### src/source/gpio_pkg.sv
`default_nettype none

package gpio_pkg;

	// Width of one bus word.
	localparam int ARCH_W = 32;

	// Command argument width.
	// The top data bit carries the command, the rest is the argument.
	localparam int ARG_W = ARCH_W - 1;

	// Bus operation codes.
	typedef enum logic [1:0] {
		// Idle cycle, nothing happens.
		PI_NOOP = 2'b00,
		// Write the output pins.
		PI_WR   = 2'b01,
		// Read a snapshot of the inputs.
		PI_RD   = 2'b10,
		// Command with a return value.
		PI_RDWR = 2'b11
	} pi_op_e;

	// Commands, taken from the most significant data bit of a PI_RDWR.
	typedef enum logic {
		// Argument is the direction bitmap, 1 means output.
		CMD_CONFIG_IO    = 1'b0,
		// Argument is the debounce threshold in clock cycles.
		CMD_SET_DEBOUNCE = 1'b1
	} pi_cmd_e;

	// One bus request, driven by the processor every cycle.
	typedef struct packed {
		pi_op_e              op;
		logic [ARCH_W-1:0]   data;
	} pi_req_t;

endpackage

`default_nettype wire

### src/source/gpio_debouncer.sv
`default_nettype none

module gpio_debouncer import gpio_pkg::*; (
	input  logic             clk_i,
	input  logic             rst_i,
	input  logic [ARG_W-1:0] thresh_i,
	input  logic             raw_i,
	output logic             clean_o
);

	// Cycles in which the raw input disagreed with the held output.
	logic [ARG_W-1:0] cnt;

	// Raw input differs from the held value.
	logic             differ;

	// Disagreement has lasted long enough.
	logic             settled;

	assign differ  = raw_i != clean_o;
	// Greater-or-equal, so lowering the threshold mid-count never wraps.
	assign settled = cnt >= thresh_i;

	always_ff @(posedge clk_i) begin
		if (rst_i) begin
			cnt     <= '0;
			clean_o <= 1'b0;
		end else if (!differ) begin
			// Input agrees again, so a short glitch is forgotten.
			cnt <= '0;
		end else if (settled) begin
			// Adopt the new level and start over.
			clean_o <= raw_i;
			cnt     <= '0;
		end else begin
			cnt <= cnt + 1'b1;
		end
	end

endmodule

`default_nettype wire

### src/source/gpio_inputs.sv
`default_nettype none

module gpio_inputs import gpio_pkg::*; #(
	parameter int IO_COUNT = 8
) (
	input  logic                clk_i,
	input  logic                rst_i,
	input  logic [IO_COUNT-1:0] pin_i,
	input  logic [IO_COUNT-1:0] dir_i,
	input  logic [ARG_W-1:0]    thresh_i,
	output logic [IO_COUNT-1:0] ival_o,
	output logic [IO_COUNT-1:0] ival_chg_o
);

	// Debounced pin levels, before masking.
	logic [IO_COUNT-1:0] clean;

	// Masked value of the previous cycle.
	logic [IO_COUNT-1:0] ival_q;

	// One debouncer per pin, all sharing the same threshold.
	for (genvar i = 0; i < IO_COUNT; i++) begin : g_dbnc
		gpio_debouncer u_dbnc (
			.clk_i    (clk_i),
			.rst_i    (rst_i),
			.thresh_i (thresh_i),
			.raw_i    (pin_i[i]),
			.clean_o  (clean[i])
		);
	end

	// Pins driven as outputs read as zero.
	assign ival_o = clean & ~dir_i;

	// Sample the masked value for edge detection.
	always_ff @(posedge clk_i) begin
		if (rst_i) begin
			ival_q <= '0;
		end else begin
			ival_q <= ival_o;
		end
	end

	// Any bit that moved since last cycle, either edge.
	// A direction change that unmasks a high pin counts too.
	assign ival_chg_o = ival_o ^ ival_q;

endmodule

`default_nettype wire

### src/source/gpio_irq.sv
`default_nettype none

module gpio_irq #(
	parameter int IO_COUNT = 8
) (
	input  logic                clk_i,
	input  logic                rst_i,
	input  logic [IO_COUNT-1:0] ival_chg_i,
	input  logic                irq_ack_i,
	output logic                irq_o
);

	// Sticky per-pin change flags.
	logic [IO_COUNT-1:0] flags;

	// Acknowledge of the previous cycle.
	logic                ack_q;

	// High for one cycle after the acknowledge drops.
	logic                ack_fall;

	assign ack_fall = ack_q & ~irq_ack_i;

	always_ff @(posedge clk_i) begin
		if (rst_i) begin
			ack_q <= 1'b0;
			flags <= '0;
		end else begin
			ack_q <= irq_ack_i;
			// Clear has priority over a change in the same cycle.
			if (ack_fall) begin
				flags <= '0;
			end else begin
				flags <= flags | ival_chg_i;
			end
		end
	end

	// Request stays up while any flag is set.
	assign irq_o = |flags;

endmodule

`default_nettype wire

### src/source/gpio_regs.sv
`default_nettype none

module gpio_regs import gpio_pkg::*; #(
	parameter int IO_COUNT = 8,
	parameter int CLK_FREQ = 50000000
) (
	input  logic                clk_i,
	input  logic                rst_i,
	input  pi_req_t             pi_req_i,
	output logic [ARCH_W-1:0]   pi_data_o,
	input  logic [IO_COUNT-1:0] ival_i,
	output logic [IO_COUNT-1:0] dir_o,
	output logic [IO_COUNT-1:0] out_o,
	output logic [ARG_W-1:0]    thresh_o
);

	// Return values of the two commands.
	localparam logic [ARCH_W-1:0] IO_COUNT_RET = ARCH_W'(IO_COUNT);
	localparam logic [ARCH_W-1:0] CLK_FREQ_RET = ARCH_W'(CLK_FREQ);

	// Command field and argument of the current request.
	pi_cmd_e          cmd;
	logic [ARG_W-1:0] arg;

	// Decoded strobes, one per register load.
	logic             wr_out;
	logic             cfg_io;
	logic             set_dbnc;
	logic             rd_in;

	assign cmd = pi_cmd_e'(pi_req_i.data[ARCH_W-1]);
	assign arg = pi_req_i.data[ARG_W-1:0];

	always_comb begin
		wr_out   = 1'b0;
		cfg_io   = 1'b0;
		set_dbnc = 1'b0;
		rd_in    = 1'b0;
		unique case (pi_req_i.op)
			PI_WR:   wr_out = 1'b1;
			PI_RD:   rd_in  = 1'b1;
			PI_RDWR: begin
				// Command bit picks which register the argument goes to.
				if (cmd == CMD_CONFIG_IO) begin
					cfg_io = 1'b1;
				end else begin
					set_dbnc = 1'b1;
				end
			end
			default: ;
		endcase
	end

	// Direction and output registers.
	// Only the low IO_COUNT bits of the word are kept.
	always_ff @(posedge clk_i) begin
		if (rst_i) begin
			dir_o <= '0;
			out_o <= '0;
		end else begin
			if (cfg_io) begin
				dir_o <= arg[IO_COUNT-1:0];
			end
			if (wr_out) begin
				out_o <= pi_req_i.data[IO_COUNT-1:0];
			end
		end
	end

	// Debounce threshold, zero means one cycle of filtering.
	always_ff @(posedge clk_i) begin
		if (rst_i) begin
			thresh_o <= '0;
		end else if (set_dbnc) begin
			thresh_o <= arg;
		end
	end

	// Read data, registered one cycle after the operation.
	// Holds its value on PI_WR and PI_NOOP.
	always_ff @(posedge clk_i) begin
		if (rst_i) begin
			pi_data_o <= '0;
		end else if (rd_in) begin
			pi_data_o <= {{(ARCH_W-IO_COUNT){1'b0}}, ival_i};
		end else if (cfg_io) begin
			pi_data_o <= IO_COUNT_RET;
		end else if (set_dbnc) begin
			pi_data_o <= CLK_FREQ_RET;
		end
	end

endmodule

`default_nettype wire

### src/source/gpio_top.sv
`default_nettype none

module gpio_top import gpio_pkg::*; #(
	parameter int IO_COUNT = 8,
	parameter int CLK_FREQ = 50000000
) (
	input  logic                clk_i,
	input  logic                rst_i,
	input  pi_req_t             pi_req_i,
	output logic [ARCH_W-1:0]   pi_data_o,
	output logic                irq_o,
	input  logic                irq_ack_i,
	input  logic [IO_COUNT-1:0] pin_i,
	output logic [IO_COUNT-1:0] pin_o,
	output logic [IO_COUNT-1:0] pin_oe_o
);

	// Direction, 1 means output.
	logic [IO_COUNT-1:0] dir;
	// Output pin values.
	logic [IO_COUNT-1:0] out;
	// Shared debounce threshold.
	logic [ARG_W-1:0]    thresh;
	// Masked debounced inputs.
	logic [IO_COUNT-1:0] ival;
	// Per-pin change pulses.
	logic [IO_COUNT-1:0] ival_chg;

	// Bus decoder and registers.
	gpio_regs #(
		.IO_COUNT (IO_COUNT),
		.CLK_FREQ (CLK_FREQ)
	) u_regs (
		.clk_i     (clk_i),
		.rst_i     (rst_i),
		.pi_req_i  (pi_req_i),
		.pi_data_o (pi_data_o),
		.ival_i    (ival),
		.dir_o     (dir),
		.out_o     (out),
		.thresh_o  (thresh)
	);

	// Debounce, mask and change detection.
	gpio_inputs #(
		.IO_COUNT (IO_COUNT)
	) u_inputs (
		.clk_i      (clk_i),
		.rst_i      (rst_i),
		.pin_i      (pin_i),
		.dir_i      (dir),
		.thresh_i   (thresh),
		.ival_o     (ival),
		.ival_chg_o (ival_chg)
	);

	// Interrupt request.
	gpio_irq #(
		.IO_COUNT (IO_COUNT)
	) u_irq (
		.clk_i      (clk_i),
		.rst_i      (rst_i),
		.ival_chg_i (ival_chg),
		.irq_ack_i  (irq_ack_i),
		.irq_o      (irq_o)
	);

	// Pads are outside, so the registers go straight to the pins.
	assign pin_oe_o = dir;
	assign pin_o    = out;

endmodule

`default_nettype wire

### config.mk
export PLATFORM = sky130hd
export DESIGN_NAME = gpio_top
export DESIGN_NICKNAME = d
export VERILOG_FILES = /design/src/source/gpio_pkg.sv /design/src/source/gpio_debouncer.sv /design/src/source/gpio_inputs.sv /design/src/source/gpio_irq.sv /design/src/source/gpio_regs.sv /design/src/source/gpio_top.sv
export SDC_FILE = /design/constraint.sdc
export NUM_CORES = 1
export LEC_CHECK = 0
export ABC_AREA = 1
export BUFFER_PORTS_ARGS = -buffer_cell sky130_fd_sc_hd__buf_2
export CORE_MARGIN = 5
export CORE_UTILIZATION = 30
export DETAILED_ROUTE_END_ITERATION = 8
export PLACE_DENSITY_LB_ADDON = 0.05
export SLEW_MARGIN = 20
export SYNTH_ARGS = -nofsm -noshare
export SYNTH_HDL_FRONTEND = slang
export SYNTH_SLANG_ARGS = --single-unit
### constraint.sdc
create_clock -name clk_i -period 4.8 [get_ports clk_i]
set_input_delay 0.72 -clock clk_i [delete_from_list [all_inputs] [get_ports clk_i]]
set_output_delay 0.72 -clock clk_i [all_outputs]
set_load 0.01 [all_outputs]
==> impl_metrics.env, run 1 <==
export IMPL_grt_pass1_wl_um=118000
export IMPL_fp_dieH_um=282
export IMPL_seq_area_frac_synth=0.297
export IMPL_syn_area_sq_um=22200
export IMPL_synth_commonest_cells="nand2_1, nor2_1, inv_1, dfxtp_1, ha_1"
export IMPL_clock_sinks=329
export IMPL_final_seq_area_sq_um=6590
export IMPL_cts_root_buffer_cell="clkbuf_16"
export IMPL_overflow=0
export IMPL_antenna_found_initial=3
export IMPL_firstDrtPassIters=5
export IMPL_crit_slowest_cell="inv_1"
export IMPL_cp_start_kind="flop"
export IMPL_setup_violations=0
export IMPL_die_x_um=282
export IMPL_maxCapViolations=0
export IMPL_cellLeakagePower_nw=10.9
export IMPL_status="complete, no violations"
export IMPL_n_fill_cell=7940
export IMPL_synth_warnings=0
export IMPL_drc=0
export IMPL_hp_class="input port to flop"
export IMPL_place_hpwl_um=59100
export IMPL_vias_per_cell=4.59
export IMPL_post_cts_setup_buffers=0
export IMPL_worstRegToRegCells=10
export IMPL_holdPathStages=3
export IMPL_io_buffers=80
export IMPL_setup_tns_ns=0
export IMPL_grt_pass1_vias=19600
export IMPL_drv_slew=0
export IMPL_yosysTopAreaCell="dfxtp_1"
export IMPL_avgSynthCellArea_sq_um=6.78
export IMPL_tightest_slew_ns=1.18
export IMPL_drive_gt1_frac=0.0708
export IMPL_crit_required_ns=5.23
export IMPL_slew_headroom=0.216
export IMPL_max_freq_mhz=352
export IMPL_path_class="flop to flop"
export IMPL_post_route_min_period_ns=2.84
export IMPL_synth_most_common_cell="nand2_1"
export IMPL_via_count=20000
export IMPL_syn_to_final_growth_pct=12.9
export IMPL_htreeDepth=2
export IMPL_core_rowCount=99
export IMPL_power_per_cell_area_nw_per_um2=278
export IMPL_finalWeightedCongestion=0.874
export IMPL_final_nets=3675
export IMPL_wl_um=78200
export IMPL_async_flop_share=0
export IMPL_synth_ff_type="dfxtp_1"
export IMPL_ant_nets=0
export IMPL_multi_input_area_sq_um=13500
export IMPL_core_area_sq_um=73200
export IMPL_max_stage_delay_ns=0.53
export IMPL_initial_core_util=0.303
export IMPL_cts_buffer_depth=3
export IMPL_peakVddDrop_uv=253
export IMPL_wl_per_cell_um=17.9
export IMPL_synth_cell_type_count=34
export IMPL_crit_arrival_ns=3.27
export IMPL_clk_latency_ns=0.57
export IMPL_worst_setup_path_end_kind="flop"
export IMPL_rsz0062_at_grt="false"
export IMPL_worstPathMaxFanout=31
export IMPL_period_share=0.591
export IMPL_fin_hold_ws_ns=0.426
export IMPL_path_clk_slew_ns=0.05
export IMPL_top_level_ports=94
export IMPL_design_die_area_sq_um=79600
export IMPL_grt_usage=0.194
export IMPL_hold_viol=0
export IMPL_synth_edf_count=0
export IMPL_cts_inserted_buffers=44
export IMPL_syn_inst=3278
export IMPL_yosys_area_top_type_share=0.297
export IMPL_holdBufCountCts=0
export IMPL_drtIter0Drc=1059
export IMPL_synth_seq_cells=329
export IMPL_cts_resized=0
export IMPL_cts_tree="yes"
export IMPL_synth_area_leaders="dfxtp_1, ha_1, nand2_1, nor2_1, inv_1"
export IMPL_skew_ns=0.0160
export IMPL_grt_max_degree=56
export IMPL_path_cells="inv_1 -> ha_1 -> nand2_1 -> nor2_1 -> nand4_1 -> a21oi_1 -> nor2_2 -> nand4_1 -> buf_4 -> nor2_1"
## power breakdown
group	total [mW]	leakage (nW)	switching, mW	internal [mW]
Clock	3.30	0.694	1.31	1.98
Combinational	0.832	7.56	0.591	0.241
Sequential	2.84	2.66	0.0466	2.79
## path summary, 6_finish.rpt
check | from | slack, ns | end
hold / removal | pin_i[3] | 0.43 | u_inputs.g_dbnc[3].u_dbnc.clean_o
hold reg to reg | u_inputs.g_dbnc[5].u_dbnc.cnt[0] | 0.45 | u_inputs.g_dbnc[5].u_dbnc.cnt[0]
setup reg to reg | u_regs.thresh_o[30] | 1.96 | u_inputs.g_dbnc[3].u_dbnc.cnt[25]
setup / recovery | u_regs.thresh_o[30] | 1.96 | u_inputs.g_dbnc[3].u_dbnc.cnt[25]
## kinds of logic after synthesis
logic type | synth area share
AOI/OAI and AO/OA | 0.0489
adders and majority gates | 0.144
DFF | 0.297
and+or+nand+nor | 0.324
xor gates and xnor gates | 0.0872
buffers and inverters | 0.0986
other | 0.000169
## sequential cells by signal (all words and copies together), names as in the netlist
register / flops
u_regs.pi_data_o: 9
u_inputs.g_dbnc.u_dbnc.clean_o: 8
u_inputs.g_dbnc.u_dbnc.cnt: 248
u_regs.out_o: 8
u_regs.dir_o: 8
u_inputs.ival_q: 8
u_regs.thresh_o: 31
u_irq.ack_q: 1
u_irq.flags: 8
## stage by stage
step | util | worst slack [ns] | std cells | total power, mW | instance area [sq um]
floorplan | - | 3.06 | 3290 | 3.42 | 22300
global placement | 0.323 | 2.01 | 4287 | 3.74 | 23600
detailed placement | 0.323 | 1.97 | 4287 | 3.75 | 23600
CTS | 0.342 | 1.96 | 4364 | 7.13 | 25100
global route | 0.342 | 1.75 | 4364 | 7.33 | 25100
finish | 0.342 | 1.96 | 4366 | 6.97 | 25100
## layout by cell type, fill, tap and decap left out, drive strengths merged
cell type / instances
and3: 2
clkinvlp: 1
ha: 256
dfxtp: 329
or2: 1
nand3b: 13
diode: 2
inv: 487
clkbuf: 65
nor4: 3
a32o: 6
nand3: 106
and2: 6
xor2: 137
clkinv: 9
bufinv: 3
nor3: 98
o21ai: 54
nand4: 49
xnor2: 84
nor3b: 4
nand2: 821
a2111oi: 1
buf: 100
a21oi: 136
a21o: 8
a31oi: 1
nor2: 612
conb: 13
## final cells by class
type | count | share of cell area
clock buffers | 65 | 0.0507
diodes | 2 | 0.000200
flip-flops and latches | 329 | 0.263
clock inverters | 12 | 0.00564
repair buffers | 100 | 0.0220
well taps | 959 | 0.0479
inverters | 488 | 0.0731
multi-input cells | 2411 | 0.538
## layer usage
layer  track usage  vias to the layer above  share of wire
li1              -                    10400              -
met1         0.285                     9190           0.51
met2         0.302                      338           0.42
met3        0.0232                       96          0.038
met4        0.0510                        2          0.026
met5             0                        -        0.00018
## critical path, delay by kind of cell, from the launching register on
family,cells,cell delay [ns]
compound gates,1,0.32
fa+ha+maj,1,0.27
buf+inv,2,0.92
flops,1,0.29
simple gates,6,0.90
No activity file was read; power rests on OpenSTA's default activity.
==> run 2, diff against run 1 <==
- ABC_AREA: 1 -> 0
- clock period: 4.8 -> 2.8 ns (I/O delays scaled with it)
==> impl_metrics.env, run 2 <==
export IMPL_post_route_min_period_ns=2.76
export IMPL_initial_core_util=0.301
export IMPL_place_hpwl_um=45100
export IMPL_drtIter0Drc=687
export IMPL_seq_power_share=0.410
export IMPL_crit_arrival_ns=3.27
export IMPL_synth_most_common_cell="dfxtp_1"
export IMPL_layout_common_cells="dfxtp_1, nor2_1, ha_1"
export IMPL_synth_area_leaders="dfxtp_1, ha_1, nor2_1, xnor2_1, xor2_1"
export IMPL_clock_sinks=329
export IMPL_clk_latency_ns=0.57
export IMPL_post_dp_cell_area_sq_um=21200
export IMPL_status="complete, no violations"
export IMPL_synth_warnings=0
export IMPL_worst_setup_path_end_kind="flop"
export IMPL_via_count=15800
export IMPL_synth_edf_count=0
export IMPL_final_nets=2690
export IMPL_cts_buffer_depth=3
export IMPL_synth_commonest_cells="dfxtp_1, nor2_1, ha_1, nand2_1, a21oi_1"
export IMPL_top_level_ports=94
export IMPL_cts_tree="yes"
export IMPL_period_share=0.985
export IMPL_switching_share=0.265
export IMPL_hold_viol=0
export IMPL_cellLeakagePower_nw=9.15
export IMPL_slew_headroom=0.445
export IMPL_hp_class="input port to flop"
export IMPL_combinationalPowerShare=0.117
export IMPL_tightest_slew_ns=0.825
export IMPL_setup_violations=0
export IMPL_avgSynthCellArea_sq_um=8.68
export IMPL_final_util=0.357
export IMPL_grt_pass1_wl_um=91200
export IMPL_grt_usage=0.166
export IMPL_cts_root_buffer_cell="clkbuf_16"
export IMPL_power_switching_mw=3.16
export IMPL_largest_register="u_inputs.g_dbnc.u_dbnc.cnt"
export IMPL_power_per_cell_area_nw_per_um2=520
export IMPL_syn_area_sq_um=19300
export IMPL_antenna_found_initial=3
export IMPL_firstDrtPassIters=5
export IMPL_maxCapViolations=0
export IMPL_core_rowCount=93
export IMPL_largest_reg_flops=248
export IMPL_vias_per_cell=4.81
export IMPL_synth_ff_type="dfxtp_1"
export IMPL_p_int_mw=8.76
export IMPL_htreeDepth=2
export IMPL_crit_required_ns=3.31
export IMPL_overflow=0
export IMPL_path_clk_slew_ns=0.06
export IMPL_wl_um=58800
export IMPL_drc=0
export IMPL_largestRegisters="u_inputs.g_dbnc.u_dbnc.cnt x248, u_regs.thresh_o x31, u_regs.pi_data_o x9"
export IMPL_path_class="flop to flop"
export IMPL_core_area_sq_um=64100
export IMPL_fin_area_sq_um=22900
export IMPL_die_x_um=264
export IMPL_wl_per_cell_um=17.9
export IMPL_worstPathMaxFanout=10
export IMPL_yosys_area_top_type_share=0.341
export IMPL_grt_max_degree=49
export IMPL_design_die_area_sq_um=69500
export IMPL_io_buffers=80
export IMPL_seq_area_frac_synth=0.341
export IMPL_yosysTopAreaCell="dfxtp_1"
export IMPL_holdBufCountCts=0
export IMPL_cp_start_kind="flop"
export IMPL_ant_nets=0
export IMPL_n_fill_cell=6610
export IMPL_finalWeightedCongestion=0.793
export IMPL_synth_cell_type_count=63
export IMPL_rsz0062_at_grt="true"
export IMPL_synth_seq_cells=329
export IMPL_max_freq_mhz=362
export IMPL_skew_ns=0.0196
export IMPL_syn_to_final_growth_pct=18.7
export IMPL_drv_slew=0
export IMPL_mostFrequentLayoutCell="dfxtp_1"
export IMPL_grt_pass1_vias=15600
export IMPL_drive_gt1_frac=0.142
export IMPL_async_flop_share=0
export IMPL_peakVddDrop_uv=391
export IMPL_cts_inserted_buffers=43
export IMPL_syn_inst=2224
export IMPL_p_clk_frac=0.472
export IMPL_fp_dieH_um=264
## run 2: layout make-up
| cell class | instances | area (sq um) | area share |
|---|---|---|---|
| clock inverters | 15 | 170 | 0.00743 |
| well taps | 855 | 1070 | 0.0467 |
| repair buffers | 183 | 1400 | 0.0609 |
| multi-input cells | 1751 | 12100 | 0.527 |
| flip-flops and latches | 329 | 6590 | 0.287 |
| inverters | 81 | 345 | 0.0151 |
| diodes | 2 | 5.00 | 0.000218 |
| clock buffers | 61 | 1270 | 0.0553 |
## run 2: timing repair
item | 4_1_cts | 5_1_grt
endpoints found under the setup margin | 0 | 222
gates resized for setup | 0 | 21
buffers inserted | 0 | 17
## run 2: critical path, stage by stage, from the launching register on
cell       delay, ns
dfxtp_1         0.31
inv_1           0.35
ha_1            0.33
nand4_1         0.13
nor4_1          0.08
buf_4           0.15
a221oi_1        0.28
o211ai_1        0.16
a2111o_1        0.57
clkbuf_16       0.25
nor2_2          0.10
## run 2: power by group through the flow
stage	sequential [mW]	combinational, mW	clock (mW)
after floorplan	4.96	0.877	0
after global placement	4.99	1.36	0
after detailed placement	5.00	1.37	0
after CTS	4.89	1.38	5.87
after global routing	4.91	1.55	6.04
final	4.89	1.40	5.63
## run 2: path summary, 6_finish.rpt
check                                         start                               end  slack [ns]  depth (start not counted)
worst max-delay path             u_regs.thresh_o[5]  u_inputs.g_dbnc[7].u_dbnc.cnt[7]        0.04                         10
worst min-delay path                      irq_ack_i                       u_irq.ack_q        0.09                          3
worst max register to register   u_regs.thresh_o[5]  u_inputs.g_dbnc[7].u_dbnc.cnt[7]        0.04                         10
worst min register to register  u_regs.thresh_o[18]               u_regs.thresh_o[18]        0.45                          2
## run 2: layer usage
metal | global-route usage | routed length (um)
met4 | 0.0474 | 1710
met5 | 0 | 0
met1 | 0.222 | 27600
met3 | 0.0226 | 2000
met2 | 0.281 | 27500
## run 2: cell families (layout without fill, tap and decap cells)
family	count (synthesis)	after routing	synth area share
simple gates	954	954	0.249
buf+inv	156	340	0.0389
fa+ha+maj	256	256	0.166
xor+xnor	247	247	0.112
compound gates	256	256	0.0802
other cells	1	15	0.000194
mux	25	25	0.0130
flops	329	329	0.341
## run 2: per-stage QoR
step,setup TNS [ns],setup slack [ns],hold slack (ns),power (mW),std cells
6_report,0,0.0412,0.0909,11.9,3277
4_1_cts,0,0.000163,0.0377,12.1,3257
2_1_floorplan,0,0.470,0.430,5.83,2236
3_5_place_dp,0,0.0153,0.448,6.37,3181
3_3_place_gp,-0.0290,-0.0117,0.446,6.35,3181
5_1_grt,-1.08,-0.0573,0.0789,12.5,3275
==> run 3, diff against run 2 <==
- BUFFER_PORTS_ARGS: -buffer_cell sky130_fd_sc_hd__buf_2 -> unset
- DONT_BUFFER_PORTS: unset -> 1
- RECOVER_POWER: unset -> 100
==> impl_metrics.env, run 3 (same netlist as run 2, synthesis figures left out) <==
export IMPL_design_die_area_sq_um=69500
export IMPL_core_rowCount=93
export IMPL_reg2reg_to="u_inputs.g_dbnc[6].u_dbnc.cnt[25]"
export IMPL_ant_nets=0
export IMPL_grt_pass1_wl_um=92900
export IMPL_violations="capacitance limit, slew limit"
export IMPL_die_x_um=264
export IMPL_hp_class="input port to flop"
export IMPL_wl_um=59900
export IMPL_power_per_cell_area_nw_per_um2=517
export IMPL_grt_pass1_vias=15300
export IMPL_maxCapViolations=1
export IMPL_vias_per_cell=4.81
export IMPL_cp_endpoint="u_inputs.g_dbnc[6].u_dbnc.cnt[25]"
export IMPL_drtIter0Drc=687
export IMPL_io_buffers=0
export IMPL_seq_power_share=0.422
export IMPL_finalWeightedCongestion=0.783
export IMPL_syn_to_final_growth_pct=16.4
export IMPL_grt_max_degree=59
export IMPL_r2r_setup_slack_ns=0.08
export IMPL_htreeDepth=2
export IMPL_cts_tree="yes"
export IMPL_crit_required_ns=3.30
export IMPL_startpoint="u_regs.thresh_o[2]"
export IMPL_antenna_cells=0
export IMPL_post_route_min_period_ns=2.72
export IMPL_worstRegToRegCells=9
export IMPL_fin_area_sq_um=22500
export IMPL_setup_violations=0
export IMPL_cts_inserted_buffers=43
export IMPL_drive_gt1_frac=0.0972
export IMPL_firstDrtPassIters=5
export IMPL_power_switching_mw=3.17
export IMPL_p_int_mw=8.45
export IMPL_cts_buffer_depth=3
export IMPL_wl_per_cell_um=18.6
export IMPL_cellLeakagePower_nw=8.77
export IMPL_skew_ns=0.0345
export IMPL_mostFrequentLayoutCell="dfxtp_1"
export IMPL_combinationalPowerShare=0.111
export IMPL_core_area_sq_um=64100
export IMPL_cts_root_buffer_cell="clkbuf_16"
export IMPL_layout_common_cells="dfxtp_1, nor2_1, ha_1"
export IMPL_peakVddDrop_uv=356
export IMPL_fp_dieH_um=264
export IMPL_holdPathStages=2
export IMPL_hold_viol=0
export IMPL_slew_headroom=-0.173
export IMPL_period_share=0.972
export IMPL_largestRegisters="u_inputs.g_dbnc.u_dbnc.cnt x248, u_regs.thresh_o x31, u_regs.pi_data_o x9"
export IMPL_p_clk_frac=0.467
export IMPL_reg2reg_from="u_regs.thresh_o[2]"
export IMPL_final_util=0.351
export IMPL_drv_slew=33
export IMPL_antenna_found_initial=3
export IMPL_status="complete, but fails checks"
export IMPL_place_hpwl_um=46000
export IMPL_cp_start_kind="flop"
export IMPL_setup_tns_ns=0
export IMPL_switching_share=0.273
export IMPL_worst_setup_path_end_kind="flop"
export IMPL_drc=0
export IMPL_post_dp_cell_area_sq_um=20800
export IMPL_max_freq_mhz=367
export IMPL_clk_latency_ns=0.59
export IMPL_clock_sinks=329
export IMPL_largest_register="u_inputs.g_dbnc.u_dbnc.cnt"
export IMPL_final_nets=2636
export IMPL_largest_reg_flops=248
export IMPL_crit_arrival_ns=3.22
export IMPL_grt_usage=0.170
export IMPL_via_count=15500
export IMPL_top_level_ports=94
export IMPL_fin_hold_ws_ns=0.0117
export IMPL_overflow=0
export IMPL_path_clk_slew_ns=0.06
export IMPL_worstPathMaxFanout=22
export IMPL_path_class="flop to flop"
export IMPL_rsz0062_at_grt="true"
export IMPL_total_power_mw=11.6
export IMPL_initial_core_util=0.301
export IMPL_tightest_slew_ns=1.76
## run 3: cell types whose count changed in the layout (fill, tap and decap cells not counted), moves of 4 or more
cell	before	now
buf_2	80	0
dlygate4sd3_1	0	34
buf_12	16	4
clkinvlp_4	13	1
clkbuf_1	8	17
inv_1	69	78
buf_4	85	78
clkbuf_2	0	4
## run 3: final cells by class
| class | count | area (sq um) |
|---|---|---|
| clock buffer | 66 | 1250 |
| clock inverter | 10 | 115 |
| multi-input combinational | 1751 | 12000 |
| fill | 6652 | 41600 |
| inverter | 81 | 308 |
| timing repair buffer | 129 | 1120 |
| tap | 855 | 1070 |
| sequential | 329 | 6590 |
## run 3: timing repair
item | in CTS | in global routing
pin swaps | 0 | 2
resized for setup | 1 | 3
endpoints found under the setup margin | 57 | 142
hold endpoints to repair | 67 | 0
hold buffers | 35 | 0
setup buffers | 1 | 1
## run 3: power groups by stage
stage | Combinational (mW) | Clock [mW] | Sequential [mW]
2_1_floorplan | 0.877 | 0 | 4.96
3_3_place_gp | 1.25 | 0 | 5.01
3_5_place_dp | 1.27 | 0 | 5.01
4_1_cts | 1.34 | 5.64 | 4.90
5_1_grt | 1.45 | 5.82 | 4.91
6_report | 1.29 | 5.43 | 4.90
## run 3: critical path: stages (launching register included)
cell and delay [ns]:
dfxtp_1 0.37, clkinvlp_4 0.18, ha_1 0.37, a21oi_1 0.19, a21oi_1 0.10, o31ai_1 0.31, o211ai_1 0.22, a2111o_4 0.55
buf_12 0.21, nor2_4 0.12
## run 3: per-stage QoR
step                instances  setup slack, ns
floorplan                2236            0.470
global placement         3108           0.0211
detailed placement       3108          -0.0239
CTS                      3220           0.0338
global route             3221          -0.0760
finish                   3221           0.0780
## run 3: metal layers
metal / GRT usage / share of wire / up-vias / wire, um
met4: 0.0422 / 0.024 / 0 / 1420
met5: 0 / 0 / - / 0
li1: - / - / 7953 / -
met1: 0.236 / 0.49 / 7286 / 29100
met3: 0.0238 / 0.032 / 84 / 1930
met2: 0.278 / 0.46 / 169 / 27500
## run 3: how the worst min path moves through the flow
stage,startpoint,end,slack [ns]
finish,pi_req_i[26],u_regs.thresh_o[26],0.01
global route,pi_req_i[30],u_regs.thresh_o[30],0.02
CTS,pi_req_i[26],u_regs.thresh_o[26],0.0008
detailed placement,u_regs.thresh_o[27],u_regs.thresh_o[27],0.45
global placement,u_regs.thresh_o[2],u_regs.thresh_o[2],0.44
floorplan,u_inputs.g_dbnc[5].u_dbnc.cnt[0],u_inputs.g_dbnc[5].u_dbnc.cnt[0],0.43
